`config.mk`:
```
export PLATFORM = sky130hd
export DESIGN_NAME = apu_code_ram
export DESIGN_NICKNAME = d
export VERILOG_FILES = /design/src/apu_code_ram.sv
export SDC_FILE = /design/constraint.sdc
export NUM_CORES = 2
export LEC_CHECK = 0
export CORE_MARGIN = 4
export CORE_UTILIZATION = 60
export DETAILED_ROUTE_END_ITERATION = 10
export DONT_BUFFER_PORTS = 1
export PLACE_DENSITY = 0.76
export SYNTH_ARGS = -nofsm -noshare
export SYNTH_HDL_FRONTEND = slang
export SYNTH_SLANG_ARGS = --single-unit
```
`constraint.sdc`:
```
create_clock -name clk -period 12.1 [get_ports clk]
set_input_delay 0.605 -clock clk [delete_from_list [all_inputs] [get_ports clk]]
set_output_delay 0.605 -clock clk [all_outputs]
set_load 0.02 [all_outputs]
```
`src/apu_code_ram.sv`:
```
module apu_code_ram #(
	parameter int code_aw = 8
) (
	input  logic               clk,
	input  logic               code_wen,
	input  logic [code_aw:0]   code_waddr,	// byte address
	input  logic [7:0]         code_wdata,
	input  logic [code_aw-1:0] rd_addr,
	output logic [15:0]        opcode_raw
);

	logic [15:0]        mem [2**code_aw];	// code words
	logic [7:0]         lo_byte;		// even byte waits here
	logic               mem_we;
	logic [code_aw-1:0] wr_addr;

	assign mem_we  = code_wen && code_waddr[0];	// odd byte completes the word
	assign wr_addr = code_waddr[code_aw:1];

	always_ff @(posedge clk)
	begin
		if (code_wen && !code_waddr[0])
			lo_byte <= code_wdata;
		if (mem_we)
			mem[wr_addr] <= {code_wdata, lo_byte};
		opcode_raw <= mem[rd_addr];	// old data on same-cycle write
	end

	// contents stay put while the host port is idle
	a_no_stray_write: assert property (@(posedge clk)
		!code_wen |=> mem[$past(wr_addr)] === $past(mem[wr_addr]));

endmodule

```
# After elaboration in Yosys (flattened, before gate mapping)
# Memory sizes are Yosys's and may differ from the RTL's. A register that Yosys moved wholly into a read port is not among the register bits.
# Cells that the tools add are included.
# word_totals
regBits	8
latch_bits	0
ram_bits	4096
mem_bits_ro	0
inputBits	27
word_cells	7
mem_count	1
# classes
add_sub_neg	0
mul	0
div	0
order_cmp	0
n_eq_ne	0
shift	0
mux	2
n_bitwise	0
reduce_logical	3
# mem_list
name	words	word_bits	read_ports	rd_clocked_by_memory_dff	write_ports	line	source
mem	256	16	1	1	1	12	logic [15:0] mem [2**code_aw];
# ops
cell	n
$logic_and 1x1->1	2
$mux 1	2
$logic_not 1->1	1

# Logic depth before layout (Yosys ltp)
# logic_depth
word_depth	3
mapped_depth	13

# Least setup slack after synthesis
# No wires, ideal clock.
# synth_path
kind	register -> register
start	register lo_byte[0]
end	memory mem[0][0] (data pin)
setup_time_ns	0.817
arrival_ns	3.228
required_time_ns	11.283
slack_ns	8.054
path_stages_with_launch	1
synth_period_minus_slack_ns	4.046
path_cell_list	edfxtp_1
# synth_rtl
element	line	source
from (decl)	13	logic [7:0] lo_byte;
from (signal assigned)	23	lo_byte <= code_wdata;
to (decl)	12	
# No word-level cell before the write port.

==> results.toml <==
[cts]
cts_tree = "yes"
cts_resized = 0
cts.clk_slew.worst_paths_ns = 0.06
clk_latency_ns = 0.92
cts_root_buf = "clkbuf_16"
postCtsHoldBufs = 25
cts.path.max_buffers = 4
cts_made_buffers = 391
clock_sinks = 4120
post_cts_buffers = 0
cts-htree-levels = 5

[synthesis]
syn_area_um2 = 159000
synthCells = 7465
synth-main-ff-cell = "edfxtp_1"
synth_edf_count = 4104
yosysSeqAreaShare_pct = 77.6
synth_top_area_share_pct = 77.4
syn-num-nets = 7492
synth_warnings = 0
synthArstFlopShare_pct = 0
yosysTopAreaCell = "edfxtp_1"
syn_avg_cell_area_um2 = 21.3
ys_seq_elements = 4120
synthTopCellsByArea = "edfxtp_1 77%, mux4_2 12%, mux2i_1 3.6%, nor2_1 0.89%, o221ai_1 0.76%"
synth_cell_types = 65

[global_routing]
grt_util_all_layers_pct = 31.0
grt_pass1_vias = 81000
grt_max_degree = 781
antenna_found_initial = 27
grt_pass1_wl_um = 600000
grt_overflow_total = 0

[floorplan]
fp.coreArea_um2 = 263000
fp-row-count = 188
initial_core_util_pct = 60.5
pin_count = 43
chipWidth_um = 523
floorplan.die_area_um2 = 274000
dieHeight_um = 523

[timing]
final-hold-violation-count = 0
rsz0062_at_grt = "false"
slew-limit-headroom_pct = -11.3
finalCritPeriodShare_pct = 52.2
worst_slew_pin_slew_ns = 1.67
hold_slack_ns = 0.0565
slew_viol_final = 158
skew_ns = 0.0592
clock.fmax_mhz = 158
fin_crit_ns = 6.32
setup_viol = 0
fin_setup_tns_ns = 0

[placed_design]
gp_congestion = 0.883
dp.final_hpwl_um = 226000
io_buffers = 0

[worst_setup_path]
cp-end-kind = "flop"
path_max_fanout = 163
reg2reg_depth = 3
rr_startpoint = "lo_byte[1]$_DFFE_PP_"
startpoint = "rd_addr[0]"
cp.required_ns = 12.95
path_class = "primary input to flop"
critPathArrivalTime_ns = 7.17
critPathLaunchType = "primary input"

[routing]
drcViolationCount = 0
num_vias = 81700
drt_iter0_markers = 13600
wirelength_um = 423000
via_per_inst = 7.01
drtPass1Iterations = 6
avgRoutedWirePerCell_um = 36.3
antenna_left = 0

[cells_and_area]
synthToLayoutAreaGrowth_pct = 11.2
final_cell_mix = "4,104 x edfxtp_1, 821 x mux4_2, 570 x mux2i_1, 397 x clkbuf_16, 344 x nor2_1"
mostFrequentLayoutCell = "edfxtp_1"
nets = 7814
fillCellCount = 15500
drive_gt1_share_pct = 22.4
fin_util_pct = 67.3

[run_status]
status = "finished with violations"
violations = "max-capacitance violations, max-slew violations"

[worst_hold_path]
holdCritStartpoint = "code_wdata[7]"
holdCritPathClass = "primary input to flop"
holdPathStages = 1

[power]
leakage_nw = 56.0
ir_worst_vdd_mv = 0.125
cellPowerDensity_nw_per_um2 = 165

[job]
maxCapViolCount = 2
worst max-delay path: stages:
cell      delay [ns]
buf_16          0.33
buf_16          0.61
buf_16          0.84
buf_16          0.52
buf_16          0.65
mux2i_1         0.20
o221ai_1        0.25
o22ai_1         0.14
o21ai_0         0.72
nand3_1         0.17
nor4b_1         1.10
and3_1          0.31
state kept, by name (all words and copies together) (netlist names):
register / count
mem: 4096
lo_byte: 8
opcode_raw: 16
synth_stat cells (7+ instances only):
library cell,instances
edfxtp_1,4104
mux4_2,821
mux2i_1,570
nor2_1,379
o22ai_1,186
nor3_1,169
clkbuf_1,164
o221ai_1,139
a21oi_1,124
nand2_1,109
buf_2,98
o21ai_0,80
buf_6,69
a22oi_1,44
buf_4,37
buf_1,36
nand3_1,33
a221oi_1,30
a211oi_1,26
buf_8,24
nor4_1,24
a22o_1,22
nand4_1,21
buf_12,16
dfxtp_1,16
or4_1,14
nor2b_1,13
o211ai_1,10
a32oi_1,8
a31oi_1,7
routing by layer:
layer	GRT usage, %	vias to the layer above	part of all wire, %
met5	0	-	0.013
met4	14.4	10	5.4
met3	8.64	1056	14
met2	46.3	6380	46
met1	43.3	42100	34
li1	-	32100	-
worst paths after layout:
path	to	slack, ns
setup / recovery	opcode_raw[13]$_DFF_P_	5.78
hold / removal	mem[53][15]$_DFFE_PP_	0.06
hold reg to reg	mem[80][3]$_DFFE_PP_	0.83
setup reg to reg	mem[129][1]$_DFFE_PP_	8.48
cell type report:
class	instances	area (um2)	area share, %
Sequential cell	4120	124000	69.8
Inverter	5	31.3	0.0177
Antenna cell	30	75.1	0.0424
Clock buffer	488	10400	5.88
Multi-Input combinational cell	2896	33000	18.6
Timing Repair Buffer	373	3460	1.95
Clock inverter	222	2140	1.21
Tap cell	3515	4400	2.48
logic make-up (layout without fill, tap and decap cells):
kind of cell	Yosys count	count (layout)	share of synthesized area, %
flops	4120	4120	77.6
mux	1394	1394	15.2
simple gates	795	795	2.24
compound gates	707	707	3.04
buf+inv	449	1088	1.88
other cells	0	30	0
through the flow:
stage / area (um2) / worst slack, ns / std cells / total power, mW
floorplan: 159000 / 8.05 / 7465 / 16.9
global placement: 164000 / 5.18 / 10900 / 17.2
detailed placement: 164000 / 5.15 / 10900 / 17.2
CTS: 177000 / 6.11 / 11600 / 29.2
global route: 177000 / 5.48 / 11600 / 30.0
finish: 177000 / 5.78 / 11600 / 29.2
power by group:
part	total, mW	switching, mW	internal (mW)
Sequential	15.8	0.0559	15.7
Clock	12.1	5.21	6.89
Combinational	1.34	0.890	0.455
Total	29.2	6.15	23.1
(Power assumes the default switching activity.)
