### src/apu_map_pkg.sv
package apu_map_pkg;

	// output port numbers
	localparam logic [3:0] port_covox_c  = 4'd5;	// sound dac byte
	localparam logic [3:0] port_border_c = 4'd6;	// border colour

	// border colour width
	localparam int border_w_c = 6;

	// word that stops the engine and raises ready
	localparam logic [15:0] halt_word_c = 16'hffff;

endpackage

### src/apu_out_ports.sv
module apu_out_ports #(
	parameter int data_w = 8
) (
	input  logic                              clk,
	input  logic                              rst,
	input  logic                              port_we,
	input  logic [3:0]                        port_num,
	input  logic [data_w-1:0]                 data,
	output logic [7:0]                        covox,
	output logic                              covox_we,
	output logic [apu_map_pkg::border_w_c-1:0] border,
	output logic                              border_we
);

	import apu_map_pkg::*;

	logic hit_covox;
	logic hit_border;

	assign hit_covox  = port_we && (port_num == port_covox_c);
	assign hit_border = port_we && (port_num == port_border_c);	// other ports dropped

	always_ff @(posedge clk)
	begin
		if (rst)
		begin
			covox     <= '0;
			covox_we  <= 1'b0;
			border    <= '0;
			border_we <= 1'b0;
		end
		else
		begin
			covox_we  <= hit_covox;	// one cycle pulse
			border_we <= hit_border;
			if (hit_covox)
				covox <= data[7:0];
			if (hit_border)
				border <= data[border_w_c-1:0];	// low bits only
		end
	end

	// at most one pulse, and only after an out
	a_one_pulse: assert property (@(posedge clk) disable iff (rst)
		(covox_we || border_we) |-> !(covox_we && border_we) && $past(port_we));

endmodule

### config.mk
export PLATFORM = sky130hd
export DESIGN_NAME = apu_out_ports
export DESIGN_NICKNAME = d
export VERILOG_FILES = /design/src/apu_map_pkg.sv /design/src/apu_out_ports.sv
export SDC_FILE = /design/constraint.sdc
export NUM_CORES = 1
export LEC_CHECK = 0
export BUFFER_PORTS_ARGS = -buffer_cell sky130_fd_sc_hd__buf_4
export CAP_MARGIN = 10
export CORE_MARGIN = 3
export CORE_UTILIZATION = 44
export DETAILED_ROUTE_END_ITERATION = 16
export MAX_ROUTING_LAYER = met4
export PLACE_DENSITY = 0.76
export SYNTH_ARGS = -nofsm -noshare
export SYNTH_HDL_FRONTEND = slang
export SYNTH_SLANG_ARGS = --single-unit
export TNS_END_PERCENT = 5
### constraint.sdc
create_clock -name clk -period 1.3 [get_ports clk]
set_input_delay 0.195 -clock clk [delete_from_list [all_inputs] [get_ports clk]]
set_output_delay 0.195 -clock clk [all_outputs]
set_load 0.02 [all_outputs]
# Word level (Yosys, flattened, before mapping)
# Cells that the tools add are included.
totals:
  mem_bits_ro: 0
  ram_bits: 0
  elab_cells: 8
  latch_bits: 0
  ff_bits: 16
  mem_count: 0
  out_inout_bits: 16
  inputBits: 15
op_classes:
  mul: 0
  muxes: 0
  n_reduce_logical: 2
  eq_ne: 2
  div_mod_pow: 0
  n_shift: 0
  n_lt_le_gt_ge: 0
  add_sub_neg: 0
  n_bitwise: 0
op_table:
  columns: ["cell", "count"]
  rows:
  - ["$eq 4x3->1 const B", 2]
  - ["$logic_and 1x1->1", 2]

# Logic depth before layout (Yosys ltp)
logic_depth:
  depth_word: 2
  depth_mapped: 3
  depth_no_buf: 3

# Least setup slack after synthesis
# OpenSTA, ideal clock, no wires.
synth_path:
  kind: "input port to flip-flop"
  from: "input port port_num[3]"
  to: "register covox[0]"
  arrival_ps: 909
  path_stages: 3
  path_buffers: 0
  slack_ps: 319
  cell_sequence: "nand3b_4 nor3b_4 mux2i_1"
synth_between:
  elab_chain_cells: 2
synth_rtl:
  columns: ["item", "line_no", "text"]
  rows:
  - ["start: declaration", "apu_out_ports.sv:7", "input logic [3:0] port_num,"]
  - ["$eq 4x3->1", "apu_out_ports.sv:20", "assign hit_covox = port_we && (port_num == port_covox_c);"]
  - ["$logic_and 1x1->1", "apu_out_ports.sv:20", null]
  - ["end signal: assignment", "apu_out_ports.sv:37", "covox <= data[7:0];"]
  - ["end: declaration", "apu_out_ports.sv:9", "output logic [7:0] covox,"]
# No other way between the ends.
# A chain may end at the register's enable or synchronous reset.

# Final worst setup path
layout_path:
  from: "register covox[3]"
  to: "output port covox[3]"
# No word-level cell between the ends.

==> results <==
- Counting I/O delays and the setup requirement, the final critical path takes 0.9728 ns.
- The worst reg2reg path depth is 2.
- Entering global routing, the biggest net connects 25 pins.
- The flow ran to the end, and the final reports show no timing, DRC or antenna violations.
- Of the synthesized area, sequential elements account for 46.55%.
- Counting flops with a built-in enable in the synthesized netlist gives 0.
- The placer's final routability congestion estimate is about 0.7.
- sky130_fd_sc_hd__dfxtp_1 takes more of the synthesized area than any other cell.
- After clock tree synthesis, the clock-pin slew on the worst setup and hold paths is roughly 0.09 ns.
- The number of hold violations in the final report is 0.
- The number of antenna violations at the first check in global routing is 0.
- The final worst-path cycle share is between 70% and 80%.
- The detailed-route via count is 545.
- For this design the ratio of total power to cell area is ~900 nW/um^2.
- The clock reaches the later pin of the worst-skew pair after ~0.27 ns.
- Summed over all cells, the static leakage comes to 0.4581 nW.
- The internal power component is ~0.00066 W.
- Measured against its own limit, the worst slew margin works out to 75.72%.
- After the last flow step, the layout net total stands at ~110.
- The kind of cell with the highest combined delay along the critical path is flip-flops.
- The signal on the critical path passes through buf_4.
- The setup path with the least slack is of type flip-flop to output port.
- The worst clock skew is 0 ns.
- Of the total power, the clock network draws 29.2%.
- The total overflow left after global routing is 0.
- The switching part of the total power is 21.83%.
- The number of cells in the finished layout apart from fillers is about 110.
- CTS built an H-tree with a depth of 1.
- The area overhead of the layout relative to synthesis is 38.73%.
- In this run the cell area of the synthesized design comes to just under 700 sq um.
- The detailed-route vias per instance is roughly 5.0.
- Buffers inserted to repair hold after CTS numbered 0.
- The number of global-route vias before repair was ~550.
- The proportion of netlist area held by the largest area contributor is a little under half.
- The critical-path maximum fanout is 2.
- TritonCTS created 3 clock buffers.
- The top achievable clock speed is ~1 GHz.
- In the routed design, unresolved DRC markers number 0.
- Setup repair after global routing left no endpoint under its margin.
- Dividing the synthesized area by the synthesized cell count gives roughly 11 sq um.
- The most used flip-flop cell after synthesis is sky130_fd_sc_hd__dfxtp_1.
- The final antenna-violating net count is 0.
- From left edge to right edge, the die measures between 40 and 50 um.
- The count of instances resized after the clock tree is built is 0.
- The post-placement cell count is between 100 and 150.
- The sum of buffers and inverters on the critical path is 1.
- The overall fraction of global-route tracks in use is 15.96%.
- After filler insertion, the fill cell instance count of the layout stands at ~110.
- The data arrival time at the worst-slack endpoint is between 0.7 and 0.8 ns.
- VDD sags by at most between 0.5 and 0.6 mV.
- The part of the power in combinational logic is a little under an eighth.
- Counting every net in the synthesized netlist gives 77.
- The post-CTS setup repair buffer count is 0.
- The violation count after the first detailed-routing iteration is 5.
- In the post-synthesis netlist, the biggest area contributors are sky130_fd_sc_hd__dfxtp_1, sky130_fd_sc_hd__mux2i_1, sky130_fd_sc_hd__nand2b_1.
- TritonCTS built the clock tree.
- The die area is slightly above 2000 sq um.
- Max-cap violations in this run came to 0.
- In this run the worst hold path is classified as input pin to flip-flop.
- The final cell utilization of the core is 69.05%.
- The worst hold slack after final layout is roughly 0.18 ns.
- Once the floorplan was initialized, standard cells occupied between 40% and 50% of the core.
- By count the netlist is led by sky130_fd_sc_hd__nand2b_1, sky130_fd_sc_hd__dfxtp_1, sky130_fd_sc_hd__mux2i_1.
- The number of antenna diodes is 0.
- Counting every sink on the clock net gives 16.
- The clock tree buffer depth is 2.
- The count of buffers added on input and output ports is 30.
- The post-route netlist has around two fifths of its cells at a drive strength greater than 1.
- The total negative slack for setup checks is 0 ns.
- The number of core rows is 13.
- The final layout contains routed wiring with a total length of between 1000 and 1500 um.
- The global-route wire length before repair is 2283 um.
- The library cell used as clock root buffer is sky130_fd_sc_hd__clkbuf_4.
- The warning count from the yosys run is 0.
- By instance count, the leading cell after synthesis is sky130_fd_sc_hd__nand2b_1.
- The standard cell core area is about 1400 sq um.
- After synthesis the netlist holds a flip-flop and latch count of 16.
- The switching power summed over all nets is around 0.00019 W.
- At the pin with the least slew margin, the transition time is 0.3635 ns.
- The final-report setup violation count is 0.
- The count of distinct cell types in the synthesized netlist is 11.
- The first-pass detailed-route iteration total is 4.
- The worst setup path is captured at an output port.
- The floorplan step set the die height to 45.55 um.
- After detailed routing, the average wire length per cell comes to 12.59 um.
- The I/O pin count is 31.
- The number of pins with negative max-slew slack in the final report is 0.
- The sequential share of power is 58.8%.
- The stage delay of the slowest cell on the critical path is ~0.35 ns.
- The post-synthesis async set-or-reset flop share is 0%.
- The worst-path cell with the longest stage delay is sky130_fd_sc_hd__dfxtp_1.
- Synthesis produced a netlist whose cell count is 62.
- The launching element type of the critical path is a flip-flop.
- The half-perimeter wire length of the detailed placement result is between 1000 and 1500 um.
- In this run the number of cells on the critical path is 1.
- Data on the critical path is required at its endpoint by ~1.1 ns.
- The number of instances on the worst hold path is 3.
final cells by class:
type / instances / area, sq um / share of cell area [%]
multi-input cells: 44 / 360.3 / 37.75
flip-flops and latches: 16 / 320.3 / 33.55
repair buffers: 31 / 232.7 / 24.38
clock buffers: 3 / 22.52 / 2.359
well taps: 15 / 18.77 / 1.966
path summary, 6_finish.rpt:
kind                   from   endpoint  slack, ns
setup / recovery   covox[3]   covox[3]       0.33
hold / removal      data[6]   covox[6]       0.18
setup reg to reg  border[2]  border[2]       0.70
hold reg to reg   border[1]  border[1]       0.48
placed cells by master, fill, tap and decap left out:
master	synthesis	layout
sky130_fd_sc_hd__mux2i_1	14	14
sky130_fd_sc_hd__and3b_2	1	1
sky130_fd_sc_hd__nand3b_2	1	1
sky130_fd_sc_hd__nor3b_1	1	1
sky130_fd_sc_hd__buf_4	0	31
sky130_fd_sc_hd__dfxtp_1	16	16
sky130_fd_sc_hd__nor3b_4	1	1
sky130_fd_sc_hd__nor2_1	2	2
sky130_fd_sc_hd__clkbuf_4	0	3
sky130_fd_sc_hd__nand3b_4	1	1
sky130_fd_sc_hd__nand2b_1	22	22
sky130_fd_sc_hd__nand3b_1	1	1
per-stage QoR:
stage / total power (W) / worst slack [ns] / cell area [sq um]
floorplan: 0.0005595 / 0.3194 / 688.2
global placement: 0.0006124 / 0.2077 / 932.1
detailed placement: 0.0006139 / 0.1625 / 932.1
CTS: 0.0008674 / 0.3148 / 954.7
global route: 0.0008898 / 0.2786 / 954.7
finish: 0.0008491 / 0.3272 / 954.7
state kept, by name, summed over array words and instances (netlist names):
signal and cells:
covox 8, border 6, border_we 1, covox_we 1
metal layers:
metal  wire length (um)  vias to the layer above  GRT usage (%)
met5                  0                        -              -
met4                 12                        0          8.772
met3                 88                        2          3.557
met2                730                       17          27.30
met1                540                      252          16.67
li1                   -                      274              -
power groups by stage:
stage | logic, W | clock network, W | registers (W)
2_1_floorplan | 0.0000416 | 0 | 0.000518
3_3_place_gp | 0.000102 | 0 | 0.000510
3_5_place_dp | 0.000103 | 0 | 0.000511
4_1_cts | 0.000103 | 0.000265 | 0.000499
5_1_grt | 0.000111 | 0.000279 | 0.000500
6_report | 0.000102 | 0.000248 | 0.000499
kinds of logic (layout without fill, tap and decap cells):
logic type | count (synthesis) | in the layout | synth area share [%]
DFF | 16 | 16 | 46.55
muxes | 14 | 14 | 20.36
buffers and inverters | 2 | 34 | 1.091
and+or+nand+nor | 30 | 30 | 32.00
No activity file was read; power rests on OpenSTA's default activity.
