## config.mk

```make
export PLATFORM = sky130hd
export DESIGN_NAME = apu_sequencer
export DESIGN_NICKNAME = d
export VERILOG_FILES = /design/src/apu_isa_pkg.sv /design/src/apu_map_pkg.sv /design/src/apu_sequencer.sv
export SDC_FILE = /design/constraint.sdc
export NUM_CORES = 1
export LEC_CHECK = 0
export ABC_AREA = 1
export BUFFER_PORTS_ARGS = -buffer_cell sky130_fd_sc_hd__buf_2
export CORE_UTILIZATION = 43
export DETAILED_ROUTE_END_ITERATION = 12
export GPL_TIMING_DRIVEN = 0
export PLACE_DENSITY = 0.74
export SETUP_SLACK_MARGIN = 0.5
export SYNTH_ARGS = -nofsm -noshare
export SYNTH_HDL_FRONTEND = slang
export SYNTH_SLANG_ARGS = --single-unit
export TNS_END_PERCENT = 30
```

## constraint.sdc

```tcl
create_clock -name clk -period 2.3 [get_ports clk]
set_input_delay 0.345 -clock clk [delete_from_list [all_inputs] [get_ports clk]]
set_output_delay 0.345 -clock clk [all_outputs]
set_load 0.05 [all_outputs]
```

## src/apu_isa_pkg.sv

```systemverilog
package apu_isa_pkg;

	// major opcode in bits 15..12
	typedef enum logic [3:0] {
		OP_LDI   = 4'd0,	// dst = imm8
		OP_ANDI  = 4'd1,
		OP_ORI   = 4'd2,
		OP_XORI  = 4'd3,
		OP_ADDI  = 4'd4,
		OP_TSTI  = 4'd5,	// and, flags only
		OP_CMPI  = 4'd6,	// sub, flags only
		OP_UNARY = 4'd7,	// sub-op in func field
		OP_ALUR  = 4'd9,	// dst = dst op src
		OP_OUT   = 4'd11,	// port = src
		OP_JR    = 4'd12,	// cond in dst field
		OP_DJNZ  = 4'd14,
		OP_HALT  = 4'd15
	} apu_op_e;

	typedef enum logic [3:0] {
		ALU_LD, ALU_AND, ALU_OR, ALU_XOR,
		ALU_ADD, ALU_ADC, ALU_SUB, ALU_SBC,
		ALU_RR, ALU_RRC, ALU_SRA, ALU_SRZ,
		ALU_RL, ALU_RLC, ALU_SWAP, ALU_FLIP
	} alu_func_e;

	// codes 12..15 do nothing
	typedef enum logic [3:0] {
		U_INC, U_DEC, U_CPL, U_NEG,
		U_RR, U_RRC, U_SRA, U_SRZ,
		U_RL, U_RLC, U_SWAP, U_FLIP
	} unary_e;

	typedef enum logic [3:0] {
		J_ALWAYS, J_Z, J_C, J_NZ,
		J_GT, J_LE, J_NC, J_S,
		J_NS, J_LT, J_SLE, J_SGT,
		J_SGE, J_V, J_NV, J_NEVER
	} jcond_e;

	// instruction fields
	localparam int op_hi_c   = 15;
	localparam int op_lo_c   = 12;
	localparam int dst_hi_c  = 11;	// also jump condition
	localparam int dst_lo_c  = 8;
	localparam int port_hi_c = 11;	// out port number
	localparam int port_lo_c = 8;
	localparam int func_hi_c = 7;	// alu func or unary sub-op
	localparam int func_lo_c = 4;
	localparam int src_hi_c  = 3;
	localparam int src_lo_c  = 0;
	localparam int imm_hi_c  = 7;	// imm8 or rel8
	localparam int imm_lo_c  = 0;

	// operand select codes
	localparam logic [1:0] sel_a_c    = 2'd0;	// dst register
	localparam logic [1:0] sel_b_c    = 2'd1;	// src register
	localparam logic [1:0] sel_zero_c = 2'd2;
	localparam logic [1:0] sel_imm_c  = 2'd3;

endpackage

```

## src/apu_map_pkg.sv

```systemverilog
package apu_map_pkg;

	// output port numbers
	localparam logic [3:0] port_covox_c  = 4'd5;	// sound dac byte
	localparam logic [3:0] port_border_c = 4'd6;	// border colour

	// border colour width
	localparam int border_w_c = 6;

	// word that stops the engine and raises ready
	localparam logic [15:0] halt_word_c = 16'hffff;

endpackage

```

## src/apu_sequencer.sv

```systemverilog
module apu_sequencer #(
	parameter int code_aw = 8
) (
	input  logic               clk,
	input  logic               rst,
	input  logic               apu_halt,
	input  logic [15:0]        opcode_raw,
	input  logic               flag_c,
	input  logic               flag_z,
	input  logic               flag_s,
	input  logic               flag_v,
	input  logic               res_zero,	// djnz counter hit zero
	output logic [15:0]        opcode,
	output logic [code_aw-1:0] pc_next,
	output logic               apu_rdy
);

	import apu_isa_pkg::*;
	import apu_map_pkg::*;

	logic [code_aw-1:0] pc;	// address of the executing word
	logic [code_aw-1:0] pc_inc;
	logic [code_aw-1:0] pc_jump;
	logic [code_aw-1:0] rel;	// sign extended rel8
	logic               lt;	// signed less
	logic               cond_ok;
	apu_op_e            op;

	assign opcode  = apu_halt ? halt_word_c : opcode_raw;	// host holds the engine
	assign op      = apu_op_e'(opcode[op_hi_c:op_lo_c]);
	assign rel     = code_aw'($signed(opcode[imm_hi_c:imm_lo_c]));
	assign pc_inc  = pc + 1'b1;
	assign pc_jump = pc_inc + rel;
	assign lt      = flag_s ^ flag_v;

	always_comb
	begin
		case (jcond_e'(opcode[dst_hi_c:dst_lo_c]))
			J_ALWAYS: cond_ok = 1'b1;
			J_Z:      cond_ok = flag_z;
			J_C:      cond_ok = flag_c;
			J_NZ:     cond_ok = !flag_z;
			J_GT:     cond_ok = !flag_c && !flag_z;	// unsigned
			J_LE:     cond_ok = flag_c || flag_z;
			J_NC:     cond_ok = !flag_c;
			J_S:      cond_ok = flag_s;
			J_NS:     cond_ok = !flag_s;
			J_LT:     cond_ok = lt;
			J_SLE:    cond_ok = lt || flag_z;
			J_SGT:    cond_ok = !(lt || flag_z);
			J_SGE:    cond_ok = !lt;
			J_V:      cond_ok = flag_v;
			J_NV:     cond_ok = !flag_v;
			J_NEVER:  cond_ok = 1'b0;
		endcase
	end

	// ram reads at pc_next so a taken jump costs nothing
	always_comb
	begin
		pc_next = pc_inc;
		if ((op == OP_JR && cond_ok) || (op == OP_DJNZ && !res_zero))
			pc_next = pc_jump;
		if (opcode == halt_word_c)
			pc_next = pc;	// spin on the halt word
		if (rst || apu_halt)
			pc_next = '0;	// fetch word 0 for the first cycle
	end

	always_ff @(posedge clk)
	begin
		if (rst)
		begin
			pc      <= '0;
			apu_rdy <= 1'b0;
		end
		else
		begin
			pc      <= pc_next;
			apu_rdy <= (opcode == halt_word_c);
		end
	end

	// a held engine sits on word 0 with ready raised
	a_halt_restart: assert property (@(posedge clk) disable iff (rst)
		apu_halt |=> pc == '0 && apu_rdy);

endmodule

```

# == Word level (Yosys, flattened, before mapping) ==
# Cells that the tools add are included.
# word_totals
ff_bits,9
latchBits,0
ramBits,0
mem_bits_ro,0
input_bits,24
mem_count,0
# op_classes
addsub,2
mul,0
div,0
n_lt_le_gt_ge,0
n_eq_ne,18
shift,0
n_mux,5
n_bitwise,1
reduce_logical,15
# ops
operator,count
"== test 4 bit, second input constant",10
two-way mux 8 bit,3
"== test 16 bit, second input constant",1
"== test 4 x 3 -> 1 bit, second input constant",4
two-way mux 16 bit,1
case mux 1 bit (16 select lines),1
"adder 8 x 1 -> 8 bit, second input constant",1
adder 8 bit,1
"== test 4 x 2 -> 1 bit, second input constant",2
zero test 1 bit,7
"== test 4 x 1 -> 1 bit, second input constant",1
zero test 4 bit,1
logical OR 1 bit,4
logical AND 1 bit,3
XOR 1 bit,1

# == Logic depth before layout (Yosys ltp) ==
# depth
depth_word,9
depth_mapped,16
ltp_nobuf,16

# == Least setup slack after synthesis ==
# No wires, ideal clock.
# synth_timing
path_kind,in2out
start,in apu_halt
end,out pc_next[6]
t_arrival_ns,2.812
t_required_ns,1.955
slack_ns,-0.857
stages,10
n_path_buf,1
path_cell_list,buf_6 > or2_2 > ha_1 > fa_1 > nand4_1 > nand3_1 > xnor2_1 > nand3_1 > nand3_2 > a21oi_1
# synth_rtl
element,line_no,source
from (decl),apu_sequencer.sv:6,"input logic apu_halt,"
two-way mux 16 bit (*),apu_sequencer.sv:29,assign opcode = apu_halt ? halt_word_c : opcode_raw;
named net opcode[0],apu_sequencer.sv:13,"output logic [15:0] opcode,"
adder 8 bit,apu_sequencer.sv:33,assign pc_jump = pc_inc + rel;
two-way mux 8 bit,apu_sequencer.sv:62,if ((op == OP_JR && cond_ok) || (op == OP_DJNZ && !res_zero))
two-way mux 8 bit (*),apu_sequencer.sv:64,if (opcode == halt_word_c)
two-way mux 8 bit (*),apu_sequencer.sv:66,if (rst || apu_halt)
to (decl),apu_sequencer.sv:14,"output logic [code_aw-1:0] pc_next,"
# The timed path passes the listed nets; every way through them passes the cells marked *.

# == Worst setup path after layout ==
# layout_timing
start,reg pc[1]
end,out pc_next[7]
# layout_between
elab_chain_len,5
# layout_rtl
element,line_no,source
from (decl),apu_sequencer.sv:21,logic [code_aw-1:0] pc;
from (signal assigned),apu_sequencer.sv:79,pc <= pc_next;
adder 8 x 1 -> 8 bit (*),apu_sequencer.sv:32,assign pc_inc = pc + 1'b1;
adder 8 bit,apu_sequencer.sv:33,
two-way mux 8 bit (*),apu_sequencer.sv:62,
two-way mux 8 bit (*),apu_sequencer.sv:64,
two-way mux 8 bit (*),apu_sequencer.sv:66,
# Mark *: on every way between the ends. The rest lies on a longest branch, timed or not.

==> key figures <==
Clocking
  – Clock Sink Count: 9
  – # hold bufs at CTS: 0
  – CTS buffer count: 3
  – Clock Tree Root: clkbuf_4
  – CTS tree: yes
  – Clk pin slew, worst setup/hold paths: 0.06 ns
  – Clk Latency, worst-skew pair: 0.27 ns
  – H-tree depth: 1
  – Clk buf depth: 2

Die
  – FP Rows: 19
  – Die Y: 57.2 µm
  – # IOs: 49
  – Chip width: 57.2 µm
  – Die ar.: 3270 µm²
  – Initial Util: 0.463
  – Core area: 2830 µm²

GRT
  – Vias in the first global route: 1492
  – Gr usage total: 0.241
  – Largest net degree at the start of global routing: 11
  – First-pass GRT wire length: 6250 µm
  – Initial antenna violation count: 0
  – Congestion Overflow GR: 0

Final layout
  – Final core occ: 0.780
  – Final Instance Area: 2210 µm²
  – Nets: 329
  – Synth-to-layout area growth: 68.4%
  – Layout Cells excl Fill: 326
  – Layout cell share with drive strength beyond 1: 0.508
  – Diodes inserted: 0

Power and ir drop
  – Switching power: 0.312 mW
  – Sequential share of power: 0.233
  – PwrDens: 319 nW/µm²
  – Leak: 1.12 nW
  – Combinational power share: 0.589
  – Clock Power Share: 0.178
  – Peak VDD IR: 0.000302 V
  – Sw Ratio: 0.443
  – Internal: 0.393 mW

Timing
  – Worst slew pin tran: 0.487 ns
  – Period minus WS final: 2.88 ns
  – Hold Violations, Final: 0
  – Setup Skew: 0.00645 ns
  – RSZ-0062 raised after global routing: true
  – Final WS setup: -0.577 ns
  – Max Freq: 348 MHz
  – Setup_tns: -3.31 ns
  – Rel. slew slack: 0.674
  – Period utilisation layout: 1.25
  – Fin. max-slew vios: 0
  – Setup violators final: 8

Routing
  – Routed wire length: 4440 µm
  – Detail Route Antenna Nets: 0
  – Final routed DRC violation total: 5
  – DRT Pass-1 Iters: 8
  – Avg Vias per Cell: 5.30
  – DR WL/cell: 13.6 µm
  – Number of vias in the routed layout: 1728
  – Starting DRC count in detailed routing: 126

Synth
  – Syn Area/Cell: 5.85 µm²
  – Area share of the largest cell type after synthesis: 0.143
  – Area leader, netlist: nand2_1
  – Post-synthesis instance area: 1310 µm²
  – Area contributors post-synth: nand2_1 14%, dfxtp_1 14%, nand3_1 12%, inv_1 10%, nor2_1 7.7%
  – Sequential share of the synthesized area: 0.138
  – Flops & latches, synth: 9
  – Synthesis Warnings: 0
  – Post-synthesis cell type count: 27
  – Post-Syn Instances: 224
  – Post-Syn Nets: 257

Flow run
  – Max cap viols: 0

Placed design
  – HPWL after detailed placement: 2910 µm
  – Global placement routability congestion: 0.856
  – Post-Place Cells: 303
  – Placed inst area: 1750 µm²
  – Place WS: -0.554 ns
  – Number of I/O port buffers: 48

Run status
  – Failing checks: design-rule violations, negative setup slack
  – Run status: finished with violations

Worst setup path
  – CP Data Arrival Time: 2.53 ns
  – Max stage delay cell, worst path: dfxtp_4
  – CP peak stage delay: 0.36 ns
  – CP Data Required Time: 1.96 ns
  – Crit Path Max Fanout: 3
  – Crit path kind: reg2out
  – Critical path endpoint category: output port
  – CP delay by family, top: simple AND/OR/NAND/NOR gates
  – CP startpoint kind: flop
  – WP buf/inv: 4
  – Crit-path cells: ha_4 -> nand2_4 -> inv_4 -> nand4_1 -> xor2_2 -> inv_2 -> ha_4 -> a21oi_2 -> o21ai_2 -> a21oi_2 -> nand3b_1 -> nand2_1 -> nand3_1 -> nand2_1 -> nand2_2 -> clkinvlp_4 -> buf_8

Hold path
  – Worst hold path type: in2reg
==> worst reg2reg max path, delay by kind of cell, from the launching register on <==
kind                       cells  cell delay, ns
xor gates and xnor gates       2            0.33
and+or+nand+nor                5            0.56
adders and majority gates      1            0.31
buffers and inverters          3            0.25
AOI/OAI and AO/OA              2            0.24
DFF                            1            0.36
==> metrics by stage <==
stage | total power [mW] | hold slack [ns]
6_report | 0.705 | 0.264
3_5_place_dp | 0.507 | 0.525
2_1_floorplan | 0.428 | 0.417
5_1_grt | 0.749 | 0.264
4_1_cts | 0.654 | 0.237
3_3_place_gp | 0.503 | 0.521
==> cells in the final DEF, fill, tap and decap left out, types with 2 or more instances in the layout <==
cell	netlist	layout
ha_4	0	7
or2_4	1	7
nor2_1	27	21
clkbuf_4	0	3
inv_2	1	7
nand4_1	5	5
xor2_1	6	3
nand3_1	32	24
xor2_4	0	2
inv_1	35	26
clkinvlp_4	0	2
buf_2	0	39
nand2_2	4	10
dfxtp_4	0	3
a21oi_4	0	2
xnor2_1	4	4
o21ai_2	0	3
nand2_1	50	41
o21ai_0	8	4
or2_2	11	5
nand3b_1	2	2
a21oi_2	1	4
nand2_4	2	5
nand3_4	0	2
dfxtp_1	9	5
buf_4	1	17
nand3_2	1	7
nor2_2	1	3
o21ai_1	2	3
buf_8	0	5
nor2_4	0	4
a21oi_1	7	2
buf_6	1	6
==> state kept, by name (all words and copies together) (netlist names) <==
signal,flops
pc,8
apu_rdy,1
==> synthesized netlist by cell type <==
master and count:
o21ai_1 2, nand3_2 1, xor2_1 6, nor3_1 1
o21ai_0 8, a211oi_4 1, nand4_1 5, nand2_1 50
a21oi_1 7, ha_1 8, nand3_1 32, nand2_2 4
inv_2 1, a21oi_2 1, buf_6 1, or2_4 1
inv_1 35, nand3b_1 2, xnor2_1 4, a31oi_1 2
nand2_4 2, or2_2 11, fa_1 1, nor2_2 1
dfxtp_1 9, buf_4 1, nor2_1 27
==> what timing repair did <==
| item | in CTS | in global routing |
|---|---|---|
| gates resized for setup | 38 | 36 |
| setup endpoints to repair | 13 | 14 |
| gates cloned | 0 | 0 |
| pin swaps | 16 | 24 |
| setup buffers | 6 | 13 |
==> layer usage <==
metal  vias up  share of wire  track usage
li1        862              -            -
met1       800           0.41        0.310
met2        58           0.51        0.408
met3         8          0.051       0.0499
met4         0          0.024       0.0662
met5         -              0            0
==> cell families (layout without fill, tap and decap cells) <==
kind of cell    Yosys count  count (layout)  share of synthesized area
xor+xnor                 10              10                     0.0669
buf+inv                  38             109                      0.117
simple gates            137             137                      0.490
flops                     9               9                      0.138
fa+ha+maj                 9               9                     0.0917
compound gates           21              21                     0.0965
==> final cells by class <==
cell class	instances	area, µm²
timing repair buffer	67	475
buffer	2	22.5
fill	193	623
inverter	36	145
tap	31	38.8
sequential	9	193
clock buffer	4	26.3
multi-input combinational	177	1310
==> path summary, 6_finish.rpt <==
path               from         end  slack [ns]  depth (start not counted)
setup / recovery  pc[1]  pc_next[7]       -0.58                         17
hold / removal      rst     apu_rdy        0.26                          2
setup reg to reg  pc[0]       pc[6]        0.12                         13
hold reg to reg   pc[2]       pc[2]        0.60                          2
==> power groups by stage <==
stage	clock, mW	combinational [mW]	sequential [mW]
floorplan	0	0.260	0.168
global placement	0	0.334	0.169
detailed placement	0	0.338	0.169
CTS	0.129	0.361	0.164
global route	0.136	0.448	0.165
finish	0.125	0.415	0.164
No activity file was read; power rests on OpenSTA's default activity.
