==> src/apu_isa_pkg.sv <==
package apu_isa_pkg;

	// major opcode in bits 15..12
	typedef enum logic [3:0] {
		OP_LDI   = 4'd0,	// dst = imm8
		OP_ANDI  = 4'd1,
		OP_ORI   = 4'd2,
		OP_XORI  = 4'd3,
		OP_ADDI  = 4'd4,
		OP_TSTI  = 4'd5,	// and, flags only
		OP_CMPI  = 4'd6,	// sub, flags only
		OP_UNARY = 4'd7,	// sub-op in func field
		OP_ALUR  = 4'd9,	// dst = dst op src
		OP_OUT   = 4'd11,	// port = src
		OP_JR    = 4'd12,	// cond in dst field
		OP_DJNZ  = 4'd14,
		OP_HALT  = 4'd15
	} apu_op_e;

	typedef enum logic [3:0] {
		ALU_LD, ALU_AND, ALU_OR, ALU_XOR,
		ALU_ADD, ALU_ADC, ALU_SUB, ALU_SBC,
		ALU_RR, ALU_RRC, ALU_SRA, ALU_SRZ,
		ALU_RL, ALU_RLC, ALU_SWAP, ALU_FLIP
	} alu_func_e;

	// codes 12..15 do nothing
	typedef enum logic [3:0] {
		U_INC, U_DEC, U_CPL, U_NEG,
		U_RR, U_RRC, U_SRA, U_SRZ,
		U_RL, U_RLC, U_SWAP, U_FLIP
	} unary_e;

	typedef enum logic [3:0] {
		J_ALWAYS, J_Z, J_C, J_NZ,
		J_GT, J_LE, J_NC, J_S,
		J_NS, J_LT, J_SLE, J_SGT,
		J_SGE, J_V, J_NV, J_NEVER
	} jcond_e;

	// instruction fields
	localparam int op_hi_c   = 15;
	localparam int op_lo_c   = 12;
	localparam int dst_hi_c  = 11;	// also jump condition
	localparam int dst_lo_c  = 8;
	localparam int port_hi_c = 11;	// out port number
	localparam int port_lo_c = 8;
	localparam int func_hi_c = 7;	// alu func or unary sub-op
	localparam int func_lo_c = 4;
	localparam int src_hi_c  = 3;
	localparam int src_lo_c  = 0;
	localparam int imm_hi_c  = 7;	// imm8 or rel8
	localparam int imm_lo_c  = 0;

	// operand select codes
	localparam logic [1:0] sel_a_c    = 2'd0;	// dst register
	localparam logic [1:0] sel_b_c    = 2'd1;	// src register
	localparam logic [1:0] sel_zero_c = 2'd2;
	localparam logic [1:0] sel_imm_c  = 2'd3;

endpackage

==> src/apu_decoder.sv <==
module apu_decoder (
	input  logic [15:0]            opcode,
	output apu_isa_pkg::alu_func_e alu_func,
	output logic [3:0]             rd_a,
	output logic [3:0]             rd_b,
	output logic [1:0]             arg0_sel,
	output logic [1:0]             arg1_sel,
	output logic [7:0]             imm,
	output logic                   reg_we,
	output logic                   c_we,
	output logic                   z_we,
	output logic                   s_we,
	output logic                   v_we,
	output logic                   port_we,
	output logic [3:0]             port_num
);

	import apu_isa_pkg::*;

	apu_op_e op;
	unary_e  uop;
	logic    flag_op;	// flags follow the alu func

	assign op       = apu_op_e'(opcode[op_hi_c:op_lo_c]);
	assign uop      = unary_e'(opcode[func_hi_c:func_lo_c]);
	assign rd_a     = opcode[dst_hi_c:dst_lo_c];	// also write target
	assign rd_b     = opcode[src_hi_c:src_lo_c];
	assign port_num = opcode[port_hi_c:port_lo_c];
	assign port_we  = (op == OP_OUT);	// data is src register

	always_comb
	begin
		alu_func = ALU_LD;
		arg0_sel = sel_a_c;
		arg1_sel = sel_imm_c;
		imm      = opcode[imm_hi_c:imm_lo_c];
		reg_we   = 1'b0;
		flag_op  = 1'b0;
		case (op)
			OP_LDI:   reg_we = 1'b1;	// ld gives no flags
			OP_ANDI:  {alu_func, reg_we, flag_op} = {ALU_AND, 2'b11};
			OP_ORI:   {alu_func, reg_we, flag_op} = {ALU_OR, 2'b11};
			OP_XORI:  {alu_func, reg_we, flag_op} = {ALU_XOR, 2'b11};
			OP_ADDI:  {alu_func, reg_we, flag_op} = {ALU_ADD, 2'b11};
			OP_TSTI:  {alu_func, flag_op} = {ALU_AND, 1'b1};
			OP_CMPI:  {alu_func, flag_op} = {ALU_SUB, 1'b1};
			OP_ALUR:
			begin
				alu_func = alu_func_e'(opcode[func_hi_c:func_lo_c]);
				arg1_sel = sel_b_c;
				reg_we   = 1'b1;
				flag_op  = 1'b1;
			end
			OP_UNARY:
			begin
				arg0_sel = sel_b_c;	// acts on src, lands in dst
				reg_we   = (uop <= U_FLIP);	// 12..15 are no-ops
				flag_op  = 1'b1;
				case (uop)
					U_INC: {alu_func, imm} = {ALU_ADD, 8'h01};
					U_DEC: {alu_func, imm} = {ALU_SUB, 8'h01};
					U_CPL: {alu_func, imm} = {ALU_XOR, 8'hff};
					U_NEG:
					begin
						alu_func = ALU_SUB;	// 0 - src
						arg0_sel = sel_zero_c;
						arg1_sel = sel_b_c;
					end
					U_RR:   alu_func = ALU_RR;
					U_RRC:  alu_func = ALU_RRC;
					U_SRA:  alu_func = ALU_SRA;
					U_SRZ:  alu_func = ALU_SRZ;
					U_RL:   alu_func = ALU_RL;
					U_RLC:  alu_func = ALU_RLC;
					U_SWAP: alu_func = ALU_SWAP;
					U_FLIP: alu_func = ALU_FLIP;
					default: flag_op = 1'b0;
				endcase
			end
			OP_DJNZ:  {alu_func, imm, reg_we} = {ALU_SUB, 8'h01, 1'b1};	// flags kept
			default: ;	// out, jr, halt and spare codes
		endcase
	end

	// flag enables per alu func
	always_comb
	begin
		{c_we, z_we, s_we, v_we} = 4'b0000;
		if (flag_op)
			case (alu_func)
				ALU_AND, ALU_OR, ALU_XOR:            {z_we, s_we, v_we} = 3'b111;	// v cleared
				ALU_ADD, ALU_ADC, ALU_SUB, ALU_SBC:  {c_we, z_we, s_we, v_we} = 4'b1111;
				ALU_RR, ALU_RRC, ALU_SRA, ALU_SRZ,
				ALU_RL, ALU_RLC:                     {c_we, z_we, s_we} = 3'b111;
				default: ;	// ld, swap, flip
			endcase
	end

endmodule

==> config.mk <==
export PLATFORM = sky130hd
export DESIGN_NAME = apu_decoder
export DESIGN_NICKNAME = d
export VERILOG_FILES = /design/src/apu_isa_pkg.sv /design/src/apu_decoder.sv
export SDC_FILE = /design/constraint.sdc
export NUM_CORES = 1
export LEC_CHECK = 0
export BUFFER_PORTS_ARGS = -buffer_cell sky130_fd_sc_hd__buf_2
export CORE_MARGIN = 5
export CORE_UTILIZATION = 25
export DETAILED_ROUTE_END_ITERATION = 10
export GPL_TIMING_DRIVEN = 0
export SLEW_MARGIN = 20
export SYNTH_ARGS = -nofsm -noshare
export SYNTH_HDL_FRONTEND = slang
export SYNTH_SLANG_ARGS = --single-unit
==> constraint.sdc <==
create_clock -name vclk -period 2.17
set_input_delay 0.217 -clock vclk [all_inputs]
set_output_delay 0.217 -clock vclk [all_outputs]
set_load 0.005 [all_outputs]
# Word level (Yosys, flattened, before mapping)
# Cells that the tools add are included.
# classes
reduce_logical	12
n_mux	17
shift	0
addsub	0
eq_ne	34
multipliers	0
n_div	0
n_bitwise	0
order_cmp	1
# ops
cell	count
$eq A4 B4 Y1 const B	13
$eq A4 B3 Y1 const B	12
$pmux W4 S11	1
$pmux W8 S2	2
$pmux W4 S7	1
$eq A4 B2 Y1 const B	6
$reduce_or A7 Y1	3
$reduce_or A13 Y1	1
$eq A4 B1 Y1 const B	3
$reduce_or A12 Y1	1
$reduce_or A10 Y1	1
$logic_not A4 Y1	2
$reduce_or A2 Y1	4
$mux W1	7
$mux W2	3
$le A4 B4 Y1 const B	1
$pmux W1 S2	2
$pmux W2 S2	1
# word_totals
mem_bits_ro	0
word_cells	64
latchBits	0
ramBits	0
memories	0
inputBits	16
regBits	0

# Logic depth before layout (Yosys ltp)
# Gate-level depths: netlist of the first run.
# depth
word_depth	8
depth_mapped	9
mapped_depth_nobuf	8

# Worst setup path before layout of the first run
# OpenSTA, ideal clock, no wires.
# synth_timing
path_type	input to output
startpoint	in opcode[6]
endpoint	out z_we
setup_slack_ns	0.277
stages	8
arrival_ns	1.676
cell_sequence	inv_1 > ha_1 > and4b_1 > o21ai_1 > inv_1 > ha_1 > o31a_1 > buf_4
# synth_between
elab_chain_len	8
# synth_rtl
item	line_no	rtl
start, declared	apu_decoder.sv:2	input logic [15:0] opcode,
$eq A4 B2 Y1 or $eq A4 B1 Y1 (tied branches)	apu_decoder.sv:59	case (uop)
$reduce_or A2 Y1 (no line)	-	
$pmux W4 S11 *	apu_decoder.sv:59	
$pmux W4 S7 *	apu_decoder.sv:39	case (op)
net alu_func[3]	apu_decoder.sv:3	output apu_isa_pkg::alu_func_e alu_func,
$eq A4 B3 Y1, or another cell as far along	-	
$reduce_or A13 Y1 (no line) *	-	
$mux W1 * (2 in a row)	-	
end, declared	apu_decoder.sv:11	output logic z_we,
# Mark *: on every way through the listed nets, which the timed path passes. The rest lies on a longest branch.

# Worst setup path after layout of the first run
# layout_timing
startpoint	in opcode[6]
endpoint	out z_we
# layout_between
elab_chain_len	8
# layout_rtl
item	line_no	rtl
$eq A4 B2 Y1 or $eq A4 B1 Y1 (tied branches)	apu_decoder.sv:59	
$reduce_or A2 Y1 (no line)	-	
$pmux W4 S11	apu_decoder.sv:59	
$pmux W4 S7	apu_decoder.sv:39	
$eq A4 B3 Y1, or another cell as far along	apu_decoder.sv:90	case (alu_func)
$reduce_or A13 Y1 (no line)	-	
$mux W1	apu_decoder.sv:90	
$mux W1 *	apu_decoder.sv:89	if (flag_op)
# Every way passes the cells marked *; elsewhere a longest branch is shown, timed or not.

==> impl_metrics.env, run 1 <==
export IMPL_synthTopCellsByArea="buf_4, ha_1, o21a_1, nand2b_1, o21ai_0"
export IMPL_ys_seq_area_share_pct=0
export IMPL_multiInputGateArea_um2=564
export IMPL_outcome="finished clean"
export IMPL_die_y_um=63.6
export IMPL_fmax_ghz=0.481
export IMPL_required_ns=1.95
export IMPL_grt_usage_pct=9.60
export IMPL_grt_pass1_wl_mm=3.46
export IMPL_utilization_pct=36.8
export IMPL_synth_warnings=0
export IMPL_fillers=294
export IMPL_setup_viol=0
export IMPL_powerDensity_nw_per_um2=182
export IMPL_cp_max_fo=5
export IMPL_die_x_um=63.6
export IMPL_final_min_clock_period_ns=2.08
export IMPL_path_buf_inv=5
export IMPL_gp_congestion=0.793
export IMPL_tns_ns=0
export IMPL_ant_nets=0
export IMPL_grt_max_degree=11
export IMPL_num_clock_buffers=0
export IMPL_final_nets=175
export IMPL_place_ws_ns=-0.153
export IMPL_fp_row_count=19
export IMPL_syn_area_um2=717
export IMPL_synth_net_count=126
export IMPL_core_area_um2=2760
export IMPL_die_area_um2=4040
export IMPL_wire_per_inst_um=11.0
export IMPL_rsz0062_at_grt="false"
export IMPL_firstDrtPassIters=4
export IMPL_peakVddDrop_mv=0.0878
export IMPL_synth_top_area_cell="buf_4"
export IMPL_synth_cell_types=41
export IMPL_grt_ovfl_total=0
export IMPL_remaining_drc_errors=0
export IMPL_viasPerCell=4.82
export IMPL_numPortBuffers=44
export IMPL_slew_violations=0
export IMPL_synth_top_area_share_pct=14.7
export IMPL_hold_viol_final=0
export IMPL_hold_class="in2out"
export IMPL_crit_family="buffers and inverters"
export IMPL_routed_wl_mm=2.00
export IMPL_start_util_pct=26.0
export IMPL_synth_cells=104
export IMPL_drive_gt1_share_pct=54.3
export IMPL_drv_cap=0
export IMPL_crit_path_start_kind="input port"
export IMPL_crit_path_top_delay_cell="ha_2"
export IMPL_fin_crit_sh_pct=95.9
export IMPL_antenna_cells=0
export IMPL_cts_hold_buf=0
export IMPL_synthTopCellsByCount="buf_4, inv_1, o21a_1"
export IMPL_slowest_delay_ns=0.26
export IMPL_first_global_vias=843
export IMPL_cpMostUsedCell="inv_2"
export IMPL_nFlopsAndLatches=0
export IMPL_regArea_um2=0
export IMPL_pin_count=50
export IMPL_areaGrowthSynthToFinish_pct=41.4
export IMPL_fin_total_pwr_mw=0.184
export IMPL_arrival_ns=1.86
export IMPL_end_kind="output port"
export IMPL_p_leak_nw=0.535
export IMPL_setup_ws_ns=0.0894
export IMPL_synth_most_common_cell="buf_4"
export IMPL_synth_avg_cell_area_um2=6.89
export IMPL_drtIter0Drc=10
export IMPL_path_class="in2out"
export IMPL_crit_path_cell_trace="clkbuf_4, inv_2, ha_2, and4b_1, o21ai_2, inv_2, ha_1, o31a_1, buf_4, buf_2"
export IMPL_vias=877
export IMPL_antenna_found_initial=0
## layer usage
layer  vias to the layer above  GRT usage (%)  share of wire, %
met5                         -              0                 0
met3                         2           1.24               7.3
met4                         0           1.82               1.2
li1                        446              -                 -
met1                       389           11.7                43
met2                        40           17.8                49
## final cells by class
cell class	instances	area share (%)
inverters	8	2.96
plain buffers	19	13.3
multi-input cells	77	55.7
well taps	31	3.83
repair buffers	47	24.2
## metrics by stage
stage / hold slack (ns) / std cells / instance area (um2)
2_1_floorplan: 0.509 / 104 / 717
3_3_place_gp: 0.603 / 179 / 976
3_5_place_dp: 0.603 / 179 / 976
4_1_cts: 0.603 / 181 / 998
5_1_grt: 0.608 / 182 / 1010
6_report: 0.601 / 182 / 1010
## power breakdown
group          internal [mW]  switching [mW]  total, mW
Combinational         0.0974          0.0867      0.184
Clock                      0               0          0
Sequential                 0               0          0
Total                 0.0974          0.0867      0.184
## cells by family after synthesis
group                    after synthesis  share of synthesized area (%)
AO/OA/AOI/OAI                         31                           32.3
adder cells (fa/ha/maj)                6                           10.5
buffers and inverters                 27                           23.0
multiplexers                           1                           1.40
other                                  1                          0.523
AND/OR/NAND/NOR                       38                           32.3
## final timing paths
kind,start,cells after the start,end
worst min-delay path,opcode[8],2,port_num[0]
worst max-delay path,opcode[6],10,z_we
## placed cells by master (no fill, tap or decap), drive strengths merged, types with 4 or more instances in the layout
| cell type | synthesis | layout |
|---|---|---|
| a21oi | 5 | 5 |
| and2 | 4 | 4 |
| buf | 18 | 64 |
| ha | 6 | 6 |
| inv | 8 | 8 |
| nand2 | 7 | 7 |
| nand2b | 5 | 5 |
| nor2 | 6 | 6 |
| o21a | 8 | 8 |
| o21ai | 8 | 8 |
## repair_timing
action                     CTS  global route
setup endpoints to repair    2             1
pin swaps                    2             4
setup buffers                2             1
gates resized for setup      3             6
Power figures use the tool's default switching activity.
==> inputs of run 2 (changes only) <==
==> constraint.sdc (replaced) <==
create_clock -name vclk -period 2.17
set_input_delay 0.434 -clock vclk [all_inputs]
set_output_delay 0.434 -clock vclk [all_outputs]
set_load 0.005 [all_outputs]
==> impl_metrics.env, run 2 (synthesis results as in run 1) <==
export IMPL_outcome="finished, violations left"
export IMPL_violations="negative setup slack"
export IMPL_arrival_ns=2.00
export IMPL_p_leak_nw=0.606
export IMPL_die_x_um=63.6
export IMPL_grt_pass1_wl_mm=4.15
export IMPL_die_y_um=63.6
export IMPL_drive_gt1_share_pct=66.5
export IMPL_start_util_pct=26.0
export IMPL_remaining_drc_errors=0
export IMPL_cp_max_fo=4
export IMPL_final_min_clock_period_ns=2.43
export IMPL_antenna_found_initial=0
export IMPL_vias=941
export IMPL_utilization_pct=44.5
export IMPL_drtIter0Drc=12
export IMPL_hpwl_mm=1.67
export IMPL_routed_wl_mm=2.38
export IMPL_die_area_um2=4040
export IMPL_crit_path_start_kind="input port"
export IMPL_path_class="in2out"
export IMPL_areaGrowthSynthToFinish_pct=71.2
export IMPL_core_area_um2=2760
export IMPL_drv_cap=0
export IMPL_setup_viol=4
export IMPL_nFlopsAndLatches=0
export IMPL_rsz0062_at_grt="true"
export IMPL_setup_ws_ns=-0.264
export IMPL_powerDensity_nw_per_um2=187
export IMPL_required_ns=1.74
export IMPL_ant_nets=0
export IMPL_wire_per_inst_um=12.4
export IMPL_num_clock_buffers=0
export IMPL_crit_end="z_we"
export IMPL_final_common_cell="buf_2"
export IMPL_first_global_vias=978
export IMPL_end_kind="output port"
export IMPL_hold_viol_final=0
export IMPL_grt_usage_pct=11.9
export IMPL_place_ws_ns=-0.444
export IMPL_pin_count=50
export IMPL_layout_common_cells="buf_2, buf_4, o21a_1"
export IMPL_fillers=274
export IMPL_hp_start="opcode[8]"
export IMPL_crit_start="opcode[15]"
export IMPL_antenna_cells=0
export IMPL_hold_class="in2out"
export IMPL_numPortBuffers=44
export IMPL_fmax_ghz=0.411
export IMPL_peakVddDrop_mv=0.0866
export IMPL_viasPerCell=4.90
export IMPL_gp_congestion=0.782
export IMPL_grt_ovfl_total=0
export IMPL_fin_crit_sh_pct=112
export IMPL_final_nets=185
export IMPL_grt_max_degree=11
export IMPL_firstDrtPassIters=4
export IMPL_regArea_um2=0
export IMPL_fp_row_count=19
export IMPL_slew_violations=0
## run 2: cell count changes in the layout (fill, tap and decap cells not counted), moves of 2 or more
cell,before,now
buf_4,17,28
buf_2,46,40
ha_1,4,0
buf_6,1,4
ha_2,2,5
inv_1,5,2
buf_8,0,2
inv_4,0,2
nand2_1,7,5
nand2_2,0,2
nor4_4,0,2
## run 2: repair_timing
| item | CTS | global route |
|---|---|---|
| buffers inserted | 9 | 4 |
| hold buffers | 0 | 0 |
| resized for setup | 29 | 8 |
| pin swaps | 9 | 8 |
| setup endpoints to repair | 4 | 8 |
## run 2: critical path: stages
cell,delay [ns]
buf_8,0.10
nand4b_1,0.22
or2_4,0.32
o21ai_4,0.19
inv_2,0.05
ha_2,0.16
o31a_1,0.30
buf_4,0.14
buf_6,0.10
## run 2: stage by stage
| stage | cells | setup TNS (ns) | hold WS (ns) | power, mW | cell area [um2] |
|---|---|---|---|---|---|
| 2_1_floorplan | 104 | -0.0737 | 0.943 | 0.115 | 733 |
| 5_1_grt | 192 | -1.11 | 1.04 | 0.253 | 1230 |
| 3_3_place_gp | 179 | -1.19 | 1.04 | 0.180 | 992 |
| 6_report | 192 | -0.740 | 1.03 | 0.229 | 1230 |
| 4_1_cts | 188 | -0.528 | 1.04 | 0.220 | 1180 |
| 3_5_place_dp | 179 | -1.26 | 1.04 | 0.182 | 992 |
## run 2: how the worst min path moves through the flow
stage / to / slack [ns] / cells past startpoint
floorplan: arg0_sel[0] / 0.94 / 1
global placement: rd_a[0] / 1.04 / 2
detailed placement: port_num[2] / 1.04 / 2
CTS: port_num[0] / 1.04 / 2
global route: port_num[2] / 1.04 / 2
finish: port_num[0] / 1.03 / 2
## run 2: metal layers
metal  wire length (um)  vias to the layer above  GRT usage (%)
met5                  0                        -              0
met4                102                        0           5.71
met3                223                        8           1.42
met2               1150                       51           21.4
met1                903                      417           13.6
li1                   -                      465              -
## run 2: layout make-up
cell class / count / area, um2 / area share [%]
Timing Repair Buffer: 57 / 352 / 28.6
Buffer: 19 / 145 / 11.8
Multi-Input combinational cell: 77 / 657 / 53.5
Inverter: 8 / 35.0 / 2.85
Tap cell: 31 / 38.8 / 3.16
## run 2: where the power goes
part           leakage, nW  internal (mW)  switching, mW
sequential               0              0              0
combinational        0.606          0.124          0.105
clock                    0              0              0
total                0.606          0.124          0.105
